File: config.mk
export PLATFORM = sky130hd
export DESIGN_NAME = uf_chain_top
export DESIGN_NICKNAME = d
export VERILOG_FILES = /design/src/rtl/uf_pkg.sv /design/src/rtl/context_ram.sv /design/src/rtl/neighbor_link.sv /design/src/rtl/processing_unit.sv /design/src/rtl/stage_controller.sv /design/src/rtl/uf_chain_top.sv
export SDC_FILE = /design/constraint.sdc
export NUM_CORES = 1
export LEC_CHECK = 0
export BUFFER_PORTS_ARGS = -buffer_cell sky130_fd_sc_hd__buf_2
export CORE_MARGIN = 4
export CORE_UTILIZATION = 30
export CTS_CLUSTER_SIZE = 8
export DETAILED_ROUTE_END_ITERATION = 8
export GPL_TIMING_DRIVEN = 0
export PLACE_DENSITY = 0.49
export SLEW_MARGIN = 15
export SYNTH_ARGS = -nofsm -noshare
export SYNTH_HDL_FRONTEND = slang
export SYNTH_SLANG_ARGS = --single-unit
File: constraint.sdc
create_clock -name clk -period 4.45 [get_ports clk]
set_clock_uncertainty 0.05 [all_clocks]
set_input_delay 1.335 -clock clk [delete_from_list [all_inputs] [get_ports clk]]
set_output_delay 1.335 -clock clk [all_outputs]
set_load 0.05 [all_outputs]
File: src/rtl/uf_pkg.sv
package uf_pkg;

    localparam int NUM_NODES     = 4;
    localparam int NUM_LINKS     = NUM_NODES;  // link 0 runs to the code boundary
    localparam int MAX_WEIGHT    = 2;
    localparam int WEIGHT_WIDTH  = $clog2(MAX_WEIGHT + 1);
    localparam int ADDRESS_WIDTH = 3;
    localparam int NUM_CONTEXTS  = 2;
    localparam int COUNT_WIDTH   = 4;

    // global stage codes, shared by controller, nodes and links
    typedef enum logic [2:0] {
        STAGE_IDLE               = 3'd0,
        STAGE_PARAMETERS_LOADING = 3'd1,
        STAGE_GROW               = 3'd2,
        STAGE_MERGE              = 3'd3,
        STAGE_RESULT_VALID       = 3'd4,
        STAGE_WRITE_TO_MEM       = 3'd5
    } stage_t;

    typedef enum logic [1:0] {
        BC_NONE     = 2'd0,  // ordinary edge between two nodes
        BC_BOUNDARY = 2'd1,  // only end a grows it
        BC_ABSENT   = 2'd2,  // edge not present
        BC_FUSION   = 2'd3   // grows like an ordinary edge, reports boundary
    } boundary_t;

    typedef struct packed {
        logic [WEIGHT_WIDTH-1:0] weight;
        boundary_t               boundary;
    } link_param_t;

    typedef struct packed {
        logic [WEIGHT_WIDTH-1:0] growth;
        logic                    fully_grown;
        logic                    is_boundary;
        logic                    is_error;
    } link_status_t;

    // what a node shows to its neighbours through a link
    typedef struct packed {
        logic [ADDRESS_WIDTH-1:0] root;
        logic                     valid;
        logic [1:0]               spare;
    } exposed_data_t;

    typedef struct packed {
        stage_t                 op;
        logic [COUNT_WIDTH-1:0] count;  // grow cycles, 0 counts as 1
    } command_t;

endpackage

File: src/rtl/context_ram.sv
module context_ram (
    input  logic                 clk,
    input  logic                 we,
    input  logic                 addr,
    input  uf_pkg::link_status_t di,
    output uf_pkg::link_status_t dout
);
    import uf_pkg::*;

    link_status_t mem [NUM_CONTEXTS];

    // no-change mode
    // dout keeps the last read word while a write is going on,
    // so the link can load the other slot in the same cycle it stores
    always_ff @(posedge clk) begin
        if (we) begin
            mem[addr] <= di;
        end else begin
            dout <= mem[addr];
        end
    end

endmodule

File: src/rtl/neighbor_link.sv
module neighbor_link (
    input  logic                  clk,
    input  logic                  reset,
    input  uf_pkg::stage_t        global_stage,
    input  uf_pkg::link_param_t   param,
    input  logic                  a_increase,
    input  logic                  b_increase,
    input  logic                  a_is_error_in,
    input  logic                  b_is_error_in,
    input  uf_pkg::exposed_data_t a_input_data,
    input  uf_pkg::exposed_data_t b_input_data,
    output uf_pkg::exposed_data_t a_output_data,
    output uf_pkg::exposed_data_t b_output_data,
    input  logic                  do_not_store,
    output uf_pkg::link_status_t  status
);
    import uf_pkg::*;

    stage_t                  stage_q;  // one cycle behind the controller
    link_param_t             param_q;
    logic [WEIGHT_WIDTH-1:0] growth;
    logic [WEIGHT_WIDTH:0]   growth_sum;
    logic [WEIGHT_WIDTH-1:0] growth_next;
    logic                    is_error;
    logic                    a_allowed;
    logic                    b_allowed;
    logic                    grow_en;
    logic                    fully_grown;
    logic                    write_stage;
    logic                    switch_ctx;
    logic                    cur_slot;
    logic                    other_slot;
    logic                    ram_addr;
    logic [NUM_CONTEXTS-1:0] slot_written;  // slot holds saved state since reset
    link_status_t            ctx_wr;
    link_status_t            ctx_rd;
    link_status_t            ctx_restore;

    always_ff @(posedge clk) begin
        if (reset) begin
            stage_q <= STAGE_IDLE;
            param_q <= '0;
        end else begin
            stage_q <= global_stage;
            param_q <= param;
        end
    end

    // which ends may feed growth and errors
    always_comb begin
        a_allowed = 1'b0;
        b_allowed = 1'b0;
        case (param_q.boundary)
            BC_NONE, BC_FUSION: begin
                a_allowed = 1'b1;
                b_allowed = 1'b1;
            end
            BC_BOUNDARY: a_allowed = 1'b1;
            default: a_allowed = 1'b0;  // absent edge
        endcase
    end

    assign grow_en = (stage_q == STAGE_GROW);

    always_comb begin
        growth_sum = {1'b0, growth}
                   + (WEIGHT_WIDTH + 1)'(grow_en & a_increase & a_allowed)
                   + (WEIGHT_WIDTH + 1)'(grow_en & b_increase & b_allowed);
        if (param_q.boundary == BC_ABSENT) begin
            growth_next = '0;
        end else if (growth_sum > {1'b0, param_q.weight}) begin
            growth_next = param_q.weight;  // capped
        end else begin
            growth_next = growth_sum[WEIGHT_WIDTH-1:0];
        end
    end

    // context switch, two slots only
    assign write_stage = (stage_q == STAGE_WRITE_TO_MEM);
    assign switch_ctx  = write_stage && !do_not_store;
    assign other_slot  = ~cur_slot;
    assign ram_addr    = write_stage ? cur_slot : other_slot;  // read side idles on other slot

    assign ctx_wr = '{growth: growth, fully_grown: 1'b0, is_boundary: 1'b0, is_error: is_error};
    assign ctx_restore = slot_written[other_slot] ? ctx_rd : '0;

    context_ram u_ctx_ram (
        .clk  (clk),
        .we   (switch_ctx),
        .addr (ram_addr),
        .di   (ctx_wr),
        .dout (ctx_rd)
    );

    always_ff @(posedge clk) begin
        if (reset) begin
            cur_slot     <= 1'b0;
            slot_written <= '0;
        end else if (switch_ctx) begin
            cur_slot               <= other_slot;
            slot_written[cur_slot] <= 1'b1;
        end
    end

    always_ff @(posedge clk) begin
        if (reset) begin
            growth   <= '0;
            is_error <= 1'b0;
        end else if (switch_ctx) begin
            growth   <= ctx_restore.growth;
            is_error <= ctx_restore.is_error;
        end else begin
            if (stage_q == STAGE_RESULT_VALID) begin
                growth <= '0;
            end else begin
                growth <= growth_next;
            end
            if (grow_en) begin
                is_error <= (a_is_error_in & a_allowed) | (b_is_error_in & b_allowed);
            end
        end
    end

    assign fully_grown = (growth >= param_q.weight) && (param_q.boundary != BC_ABSENT);

    assign status.growth      = growth;
    assign status.fully_grown = fully_grown;
    assign status.is_boundary = fully_grown &&
                                (param_q.boundary == BC_BOUNDARY || param_q.boundary == BC_FUSION);
    assign status.is_error    = is_error;

    // roots only cross ordinary edges
    assign a_output_data = (param_q.boundary == BC_NONE) ? b_input_data : '0;
    assign b_output_data = (param_q.boundary == BC_NONE) ? a_input_data : '0;

endmodule

File: src/rtl/processing_unit.sv
module processing_unit (
    input  logic                             clk,
    input  logic                             reset,
    input  uf_pkg::stage_t                   global_stage,
    input  logic [uf_pkg::ADDRESS_WIDTH-1:0] node_index,
    input  logic                             defect,
    input  uf_pkg::exposed_data_t            left_data,
    input  uf_pkg::exposed_data_t            right_data,
    input  logic                             left_grown,
    input  logic                             right_grown,
    output logic                             increase,
    output logic                             is_error,
    output uf_pkg::exposed_data_t            out_data
);
    import uf_pkg::*;

    stage_t                   stage_q;
    logic                     defect_q;
    logic                     valid_q;  // set once parameters are loaded
    logic [ADDRESS_WIDTH-1:0] root;
    logic [ADDRESS_WIDTH-1:0] merged_root;

    // smallest root over self and the fully grown sides
    always_comb begin
        merged_root = root;
        if (left_grown && left_data.valid && (left_data.root < merged_root)) begin
            merged_root = left_data.root;
        end
        if (right_grown && right_data.valid && (right_data.root < merged_root)) begin
            merged_root = right_data.root;
        end
    end

    always_ff @(posedge clk) begin
        if (reset) begin
            stage_q  <= STAGE_IDLE;
            defect_q <= 1'b0;
            valid_q  <= 1'b0;
            root     <= node_index;
        end else begin
            stage_q <= global_stage;
            case (stage_q)
                STAGE_PARAMETERS_LOADING: begin
                    defect_q <= defect;
                    valid_q  <= 1'b1;
                    root     <= node_index;  // every node starts as its own cluster
                end
                STAGE_MERGE: begin
                    root <= merged_root;  // one hop per merge
                end
                default: begin
                    root <= root;
                end
            endcase
        end
    end

    // a defect both asks for growth and marks the error
    assign increase = defect_q;
    assign is_error = defect_q;

    assign out_data = '{root: root, valid: valid_q, spare: 2'b00};

endmodule

File: src/rtl/stage_controller.sv
module stage_controller (
    input  logic             clk,
    input  logic             reset,
    input  logic             cmd_valid,
    input  uf_pkg::command_t cmd,
    output uf_pkg::stage_t   global_stage,
    output logic             done
);
    import uf_pkg::*;

    typedef enum logic {
        CTRL_IDLE,
        CTRL_RUN
    } ctrl_state_t;

    ctrl_state_t            state;
    logic [COUNT_WIDTH-1:0] cycles_left;  // extra cycles after the current one
    logic [COUNT_WIDTH-1:0] hold_cycles;

    // only grow is held for several cycles
    always_comb begin
        if (cmd.op == STAGE_GROW && cmd.count != '0) begin
            hold_cycles = cmd.count - 1'b1;
        end else begin
            hold_cycles = '0;
        end
    end

    always_ff @(posedge clk) begin
        if (reset) begin
            state        <= CTRL_IDLE;
            global_stage <= STAGE_IDLE;
            cycles_left  <= '0;
            done         <= 1'b0;
        end else begin
            done <= 1'b0;
            case (state)
                CTRL_IDLE: begin
                    if (cmd_valid) begin
                        state        <= CTRL_RUN;
                        global_stage <= cmd.op;
                        cycles_left  <= hold_cycles;
                    end
                end
                CTRL_RUN: begin
                    // commands arriving here are dropped
                    if (cycles_left == '0) begin
                        state        <= CTRL_IDLE;
                        global_stage <= STAGE_IDLE;
                        done         <= 1'b1;  // high on the first idle cycle
                    end else begin
                        cycles_left <= cycles_left - 1'b1;
                    end
                end
                default: state <= CTRL_IDLE;
            endcase
        end
    end

endmodule

File: src/rtl/uf_chain_top.sv
module uf_chain_top (
    input  logic                                                   clk,
    input  logic                                                   reset,
    input  logic                                                   cmd_valid,
    input  uf_pkg::command_t                                       cmd,
    input  uf_pkg::link_param_t [uf_pkg::NUM_LINKS-1:0]            link_params,
    input  logic [uf_pkg::NUM_NODES-1:0]                           defects,
    input  logic                                                   do_not_store,
    output uf_pkg::link_status_t [uf_pkg::NUM_LINKS-1:0]           link_status,
    output logic [uf_pkg::NUM_NODES-1:0][uf_pkg::ADDRESS_WIDTH-1:0] node_root,
    output logic                                                   done,
    output uf_pkg::stage_t                                         stage
);
    import uf_pkg::*;

    // node side, index 0 is the code boundary and node j sits at j+1
    logic [NUM_NODES:0]          node_increase;
    logic [NUM_NODES:0]          node_error;
    exposed_data_t [NUM_NODES:0] node_data;

    // link side, index NUM_LINKS is the open end past the last node
    exposed_data_t [NUM_LINKS-1:0] link_to_a;
    exposed_data_t [NUM_LINKS:0]   link_to_b;
    logic [NUM_LINKS:0]            link_grown;

    assign node_increase[0]      = 1'b0;
    assign node_error[0]         = 1'b0;
    assign node_data[0]          = '0;
    assign link_to_b[NUM_LINKS]  = '0;
    assign link_grown[NUM_LINKS] = 1'b0;

    stage_controller u_ctrl (
        .clk          (clk),
        .reset        (reset),
        .cmd_valid    (cmd_valid),
        .cmd          (cmd),
        .global_stage (stage),
        .done         (done)
    );

    for (genvar i = 0; i < NUM_NODES; i++) begin : g_node
        processing_unit u_node (
            .clk          (clk),
            .reset        (reset),
            .global_stage (stage),
            .node_index   (ADDRESS_WIDTH'(i)),
            .defect       (defects[i]),
            .left_data    (link_to_a[i]),
            .right_data   (link_to_b[i+1]),
            .left_grown   (link_grown[i]),
            .right_grown  (link_grown[i+1]),
            .increase     (node_increase[i+1]),
            .is_error     (node_error[i+1]),
            .out_data     (node_data[i+1])
        );
        assign node_root[i] = node_data[i+1].root;
    end

    // link i: end a on node i, end b on node i-1 (boundary for link 0)
    for (genvar i = 0; i < NUM_LINKS; i++) begin : g_link
        neighbor_link u_link (
            .clk           (clk),
            .reset         (reset),
            .global_stage  (stage),
            .param         (link_params[i]),
            .a_increase    (node_increase[i+1]),
            .b_increase    (node_increase[i]),
            .a_is_error_in (node_error[i+1]),
            .b_is_error_in (node_error[i]),
            .a_input_data  (node_data[i+1]),
            .b_input_data  (node_data[i]),
            .a_output_data (link_to_a[i]),
            .b_output_data (link_to_b[i]),
            .do_not_store  (do_not_store),
            .status        (link_status[i])
        );
        assign link_grown[i] = link_status[i].fully_grown;
    end

endmodule

==> results.json <==
{
  "status": "completed",
  "setup_violations": 0,
  "hpwlAfterDp_um": 9970,
  "class_of_the_most_critical_setup_path": "reg -> reg",
  "hold_slack_ps": 398,
  "timing.critical_path.fanout_max": 7,
  "postSynthAreaPerCell_sq_um": 9.89,
  "die_h_um": 143,
  "gpl.final_weighted_congestion": 0.831,
  "synth_ff_type": "dfxtp_1",
  "drcViolationCount": 0,
  "synth_seq_area_share_pct": 45.3,
  "rsz0062_at_grt": "false",
  "final_net_count": 708,
  "layout.core_utilization_pct": 36.2,
  "tritoncts_clock_tree": "yes",
  "via_count_of_the_first_global_routing_pass": 4157,
  "critPathRequiredTime_ps": 4620,
  "final_max_slew_viol_count": 0,
  "share_of_final_layout_standard_cells_stronger_than_drive_strength_1_pct": 18.0,
  "grt_pass1_wl_um": 21400,
  "ys_top_cells_by_count": "dfxtp_1, nor2_1, inv_1",
  "grt_start_max_net_pins": 22,
  "layout-area-overhead-vs-synth_pct": 16.8,
  "post_synth_instance_area_sq_um": 5440,
  "max_slew_margin_pct": 30.6,
  "drt-pass1-iter-count": 4,
  "cell_at_the_slowest_stage_of_the_critical_path": "nor3b_1",
  "route.detailed.wl_per_inst_um": 15.3,
  "post_synthesis_async_set_or_reset_flop_share_pct": 0,
  "synth_fp_nets": 631,
  "port-buffer-count": 66,
  "timing.final.crit_period_ps": 3810,
  "h-tree-depth": 3,
  "grt-ovfl-total": 0,
  "netlist_instances": 550,
  "io_count": 67,
  "timing.hold.worst.class": "reg -> reg",
  "fmax_mhz": 263,
  "setup_tns_ps": 0,
  "die_x_um": 143,
  "detail-route-antenna-nets": 0,
  "synth-seq-cells": 105,
  "hold_viol": 0,
  "max_slew.worst_pin.slew_ps": 1040,
  "clock_sinks": 105,
  "synth-edff-count": 36,
  "avgViaCountPerCell": 4.76,
  "synth.largest_area_cell": "dfxtp_1",
  "power.static_leakage_nw": 2.60,
  "final_min_period_over_clock_period_pct": 85.5,
  "number_of_antenna_violations_at_the_first_check_in_global_routing": 0,
  "total_power_mw": 2.12,
  "cts_resized": 0,
  "initial_core_util_pct": 31.0,
  "placement_rows": 48,
  "timing.critical_path.cells": "nor3b_1, nand3b_1, fa_1, fa_1, o31a_1, a21oi_1, mux2i_1, nor3_1, a21oi_1, nor2_1",
  "max_cap_viol_count": 0,
  "clkSlewWorstSetupHoldPaths_ps": 70,
  "place.detailed.instances": 841,
  "initialDrtViolationCount": 196,
  "slowest_delay_ps": 870,
  "global_route.usage.total_pct": 13.5,
  "synth.most_common_cell": "dfxtp_1",
  "timing.critical_path.from_type": "flip-flop",
  "cts-hold-fix-buffers": 0,
  "vias": 4076,
  "layout.cells.non_filler": 857,
  "synth_top_cells_by_area": "dfxtp_1, edfxtp_1, ha_1",
  "clock_tree.buffer_depth": 2,
  "fp.dieArea_sq_um": 20400,
  "synth.lib_cells_used.distinct": 55,
  "proportion_of_netlist_area_held_by_the_largest_area_contributor_pct": 25.4,
  "critical_path_arrival_ps": 3970,
  "wirelength_um": 13100,
  "final-seq-area_sq_um": 2460,
  "cts_post_setup_buffers_inserted": 0,
  "power_per_cell_area_nw_per_um2": 334,
  "insertedDiodeCount": 0,
  "multiInputGateArea_sq_um": 2700,
  "cts_root_buf": "clkbuf_16",
  "cts_made_buffers": 9,
  "ys.warnings.count": 0,
  "fp.coreArea_sq_um": 17500,
  "critPathCaptureType": "flip-flop",
  "clock_insertion_delay_worst_skew_ps": 350,
  "fillers": 1804,
  "worst_vdd_drop_v": 0.000176
}
==> logic make-up (layout without fill, tap and decap cells) <==
family	after synthesis	after routing	share of synthesized area (%)
adders and majority gates	50	50	12.5
DFF	105	105	45.3
xor gates and xnor gates	7	7	1.13
buffers and inverters	67	149	5.17
AOI/OAI and AO/OA	87	87	11.4
and+or+nand+nor	202	202	18.4
muxes	32	32	6.21
==> stage by stage <==
step	setup WS, ps	area [sq um]
6_report	644	6350
5_1_grt	247	6350
4_1_cts	637	6350
3_5_place_dp	646	6050
3_3_place_gp	692	6050
2_1_floorplan	1060	5440
==> state kept, by name (all words and copies together) (netlist names) <==
signal,count
g_link.u_link.u_ctx_ram.dout,12
g_link.u_link.u_ctx_ram.mem,24
u_ctrl.cycles_left,4
g_link.u_link.is_error,4
g_link.u_link.slot_written,8
g_link.u_link.cur_slot,4
g_node.u_node.valid_q,1
g_link.u_link.growth,8
g_node.u_node.stage_q,3
g_link.u_link.param_q,16
u_ctrl.done,1
u_ctrl.global_stage,3
u_ctrl.state,1
g_node.u_node.increase,4
g_node.u_node.root,12
==> layer usage <==
metal	GRT usage, %	up-vias	routed length, um
met3	2.14	14	384
li1	-	2050	-
met1	17.7	1935	6250
met5	0	-	0
met2	22.2	77	6250
met4	5.65	0	235
==> worst paths after layout <==
| kind | slack (ps) | cells past startpoint | from | to |
|---|---|---|---|---|
| hold reg to reg | 400 | 2 | g_link[3].u_link.slot_written[0]$_SDFFE_PP0P_ | g_link[3].u_link.slot_written[0]$_SDFFE_PP0P_ |
| setup reg to reg | 640 | 10 | g_node[3].u_node.stage_q[1]$_SDFF_PP0_ | g_link[1].u_link.growth[1]$_SDFF_PP0_ |
| hold / removal | 400 | 2 | g_link[3].u_link.slot_written[0]$_SDFFE_PP0P_ | g_link[3].u_link.slot_written[0]$_SDFFE_PP0P_ |
| setup / recovery | 640 | 10 | g_node[3].u_node.stage_q[1]$_SDFF_PP0_ | g_link[1].u_link.growth[1]$_SDFF_PP0_ |
==> critical path, delay by kind of cell, from the launching register on <==
family                   cells  cell delay, ps
flip-flops                   1             430
multiplexers                 1             230
adder cells (fa/ha/maj)      2            1020
AO/OA/AOI/OAI                3             700
AND/OR/NAND/NOR              4            1240
==> power by group <==
part / leakage [nW] / switching, mW / internal (mW)
registers: 0.909 / 0.0252 / 1.01
logic: 1.55 / 0.164 / 0.100
clock network: 0.143 / 0.351 / 0.468
==> cells in the final DEF, fill, tap and decap left out, types with 3 or more instances in the layout <==
cell type  synthesis  routed
nand2b_1          12      12
inv_1             49      49
and2_1            13      13
xor2_1             4       4
clkbuf_16          0       9
fa_1               7       7
a21oi_1           39      39
nor3b_1            3       3
nor2_1            58      58
o21a_1             4       4
a21o_1             8       8
or2_2              4       4
dfxtp_1           69      69
mux2i_1           18      18
edfxtp_1          36      36
nor2b_1           23      23
nor3_1            14      14
xnor2_1            3       3
o31a_1             3       3
mux2_2            14      14
or3_1              6       6
nand2_1           45      45
buf_4              8       8
o21ai_0            5       5
a31oi_1            6       6
clkbuf_1           8      11
ha_1              43      43
nand3_1           10      10
buf_2              0      66
nand3b_1           4       4
==> area by class of cell <==
class | count | share of cell area, %
inverters | 50 | 2.95
well taps | 225 | 4.43
clock inverters | 2 | 0.591
clock buffers | 14 | 4.15
multi-input cells | 378 | 42.4
flip-flops and latches | 105 | 38.7
plain buffers | 17 | 1.48
repair buffers | 66 | 5.20
No activity file was read; power rests on OpenSTA's default activity.
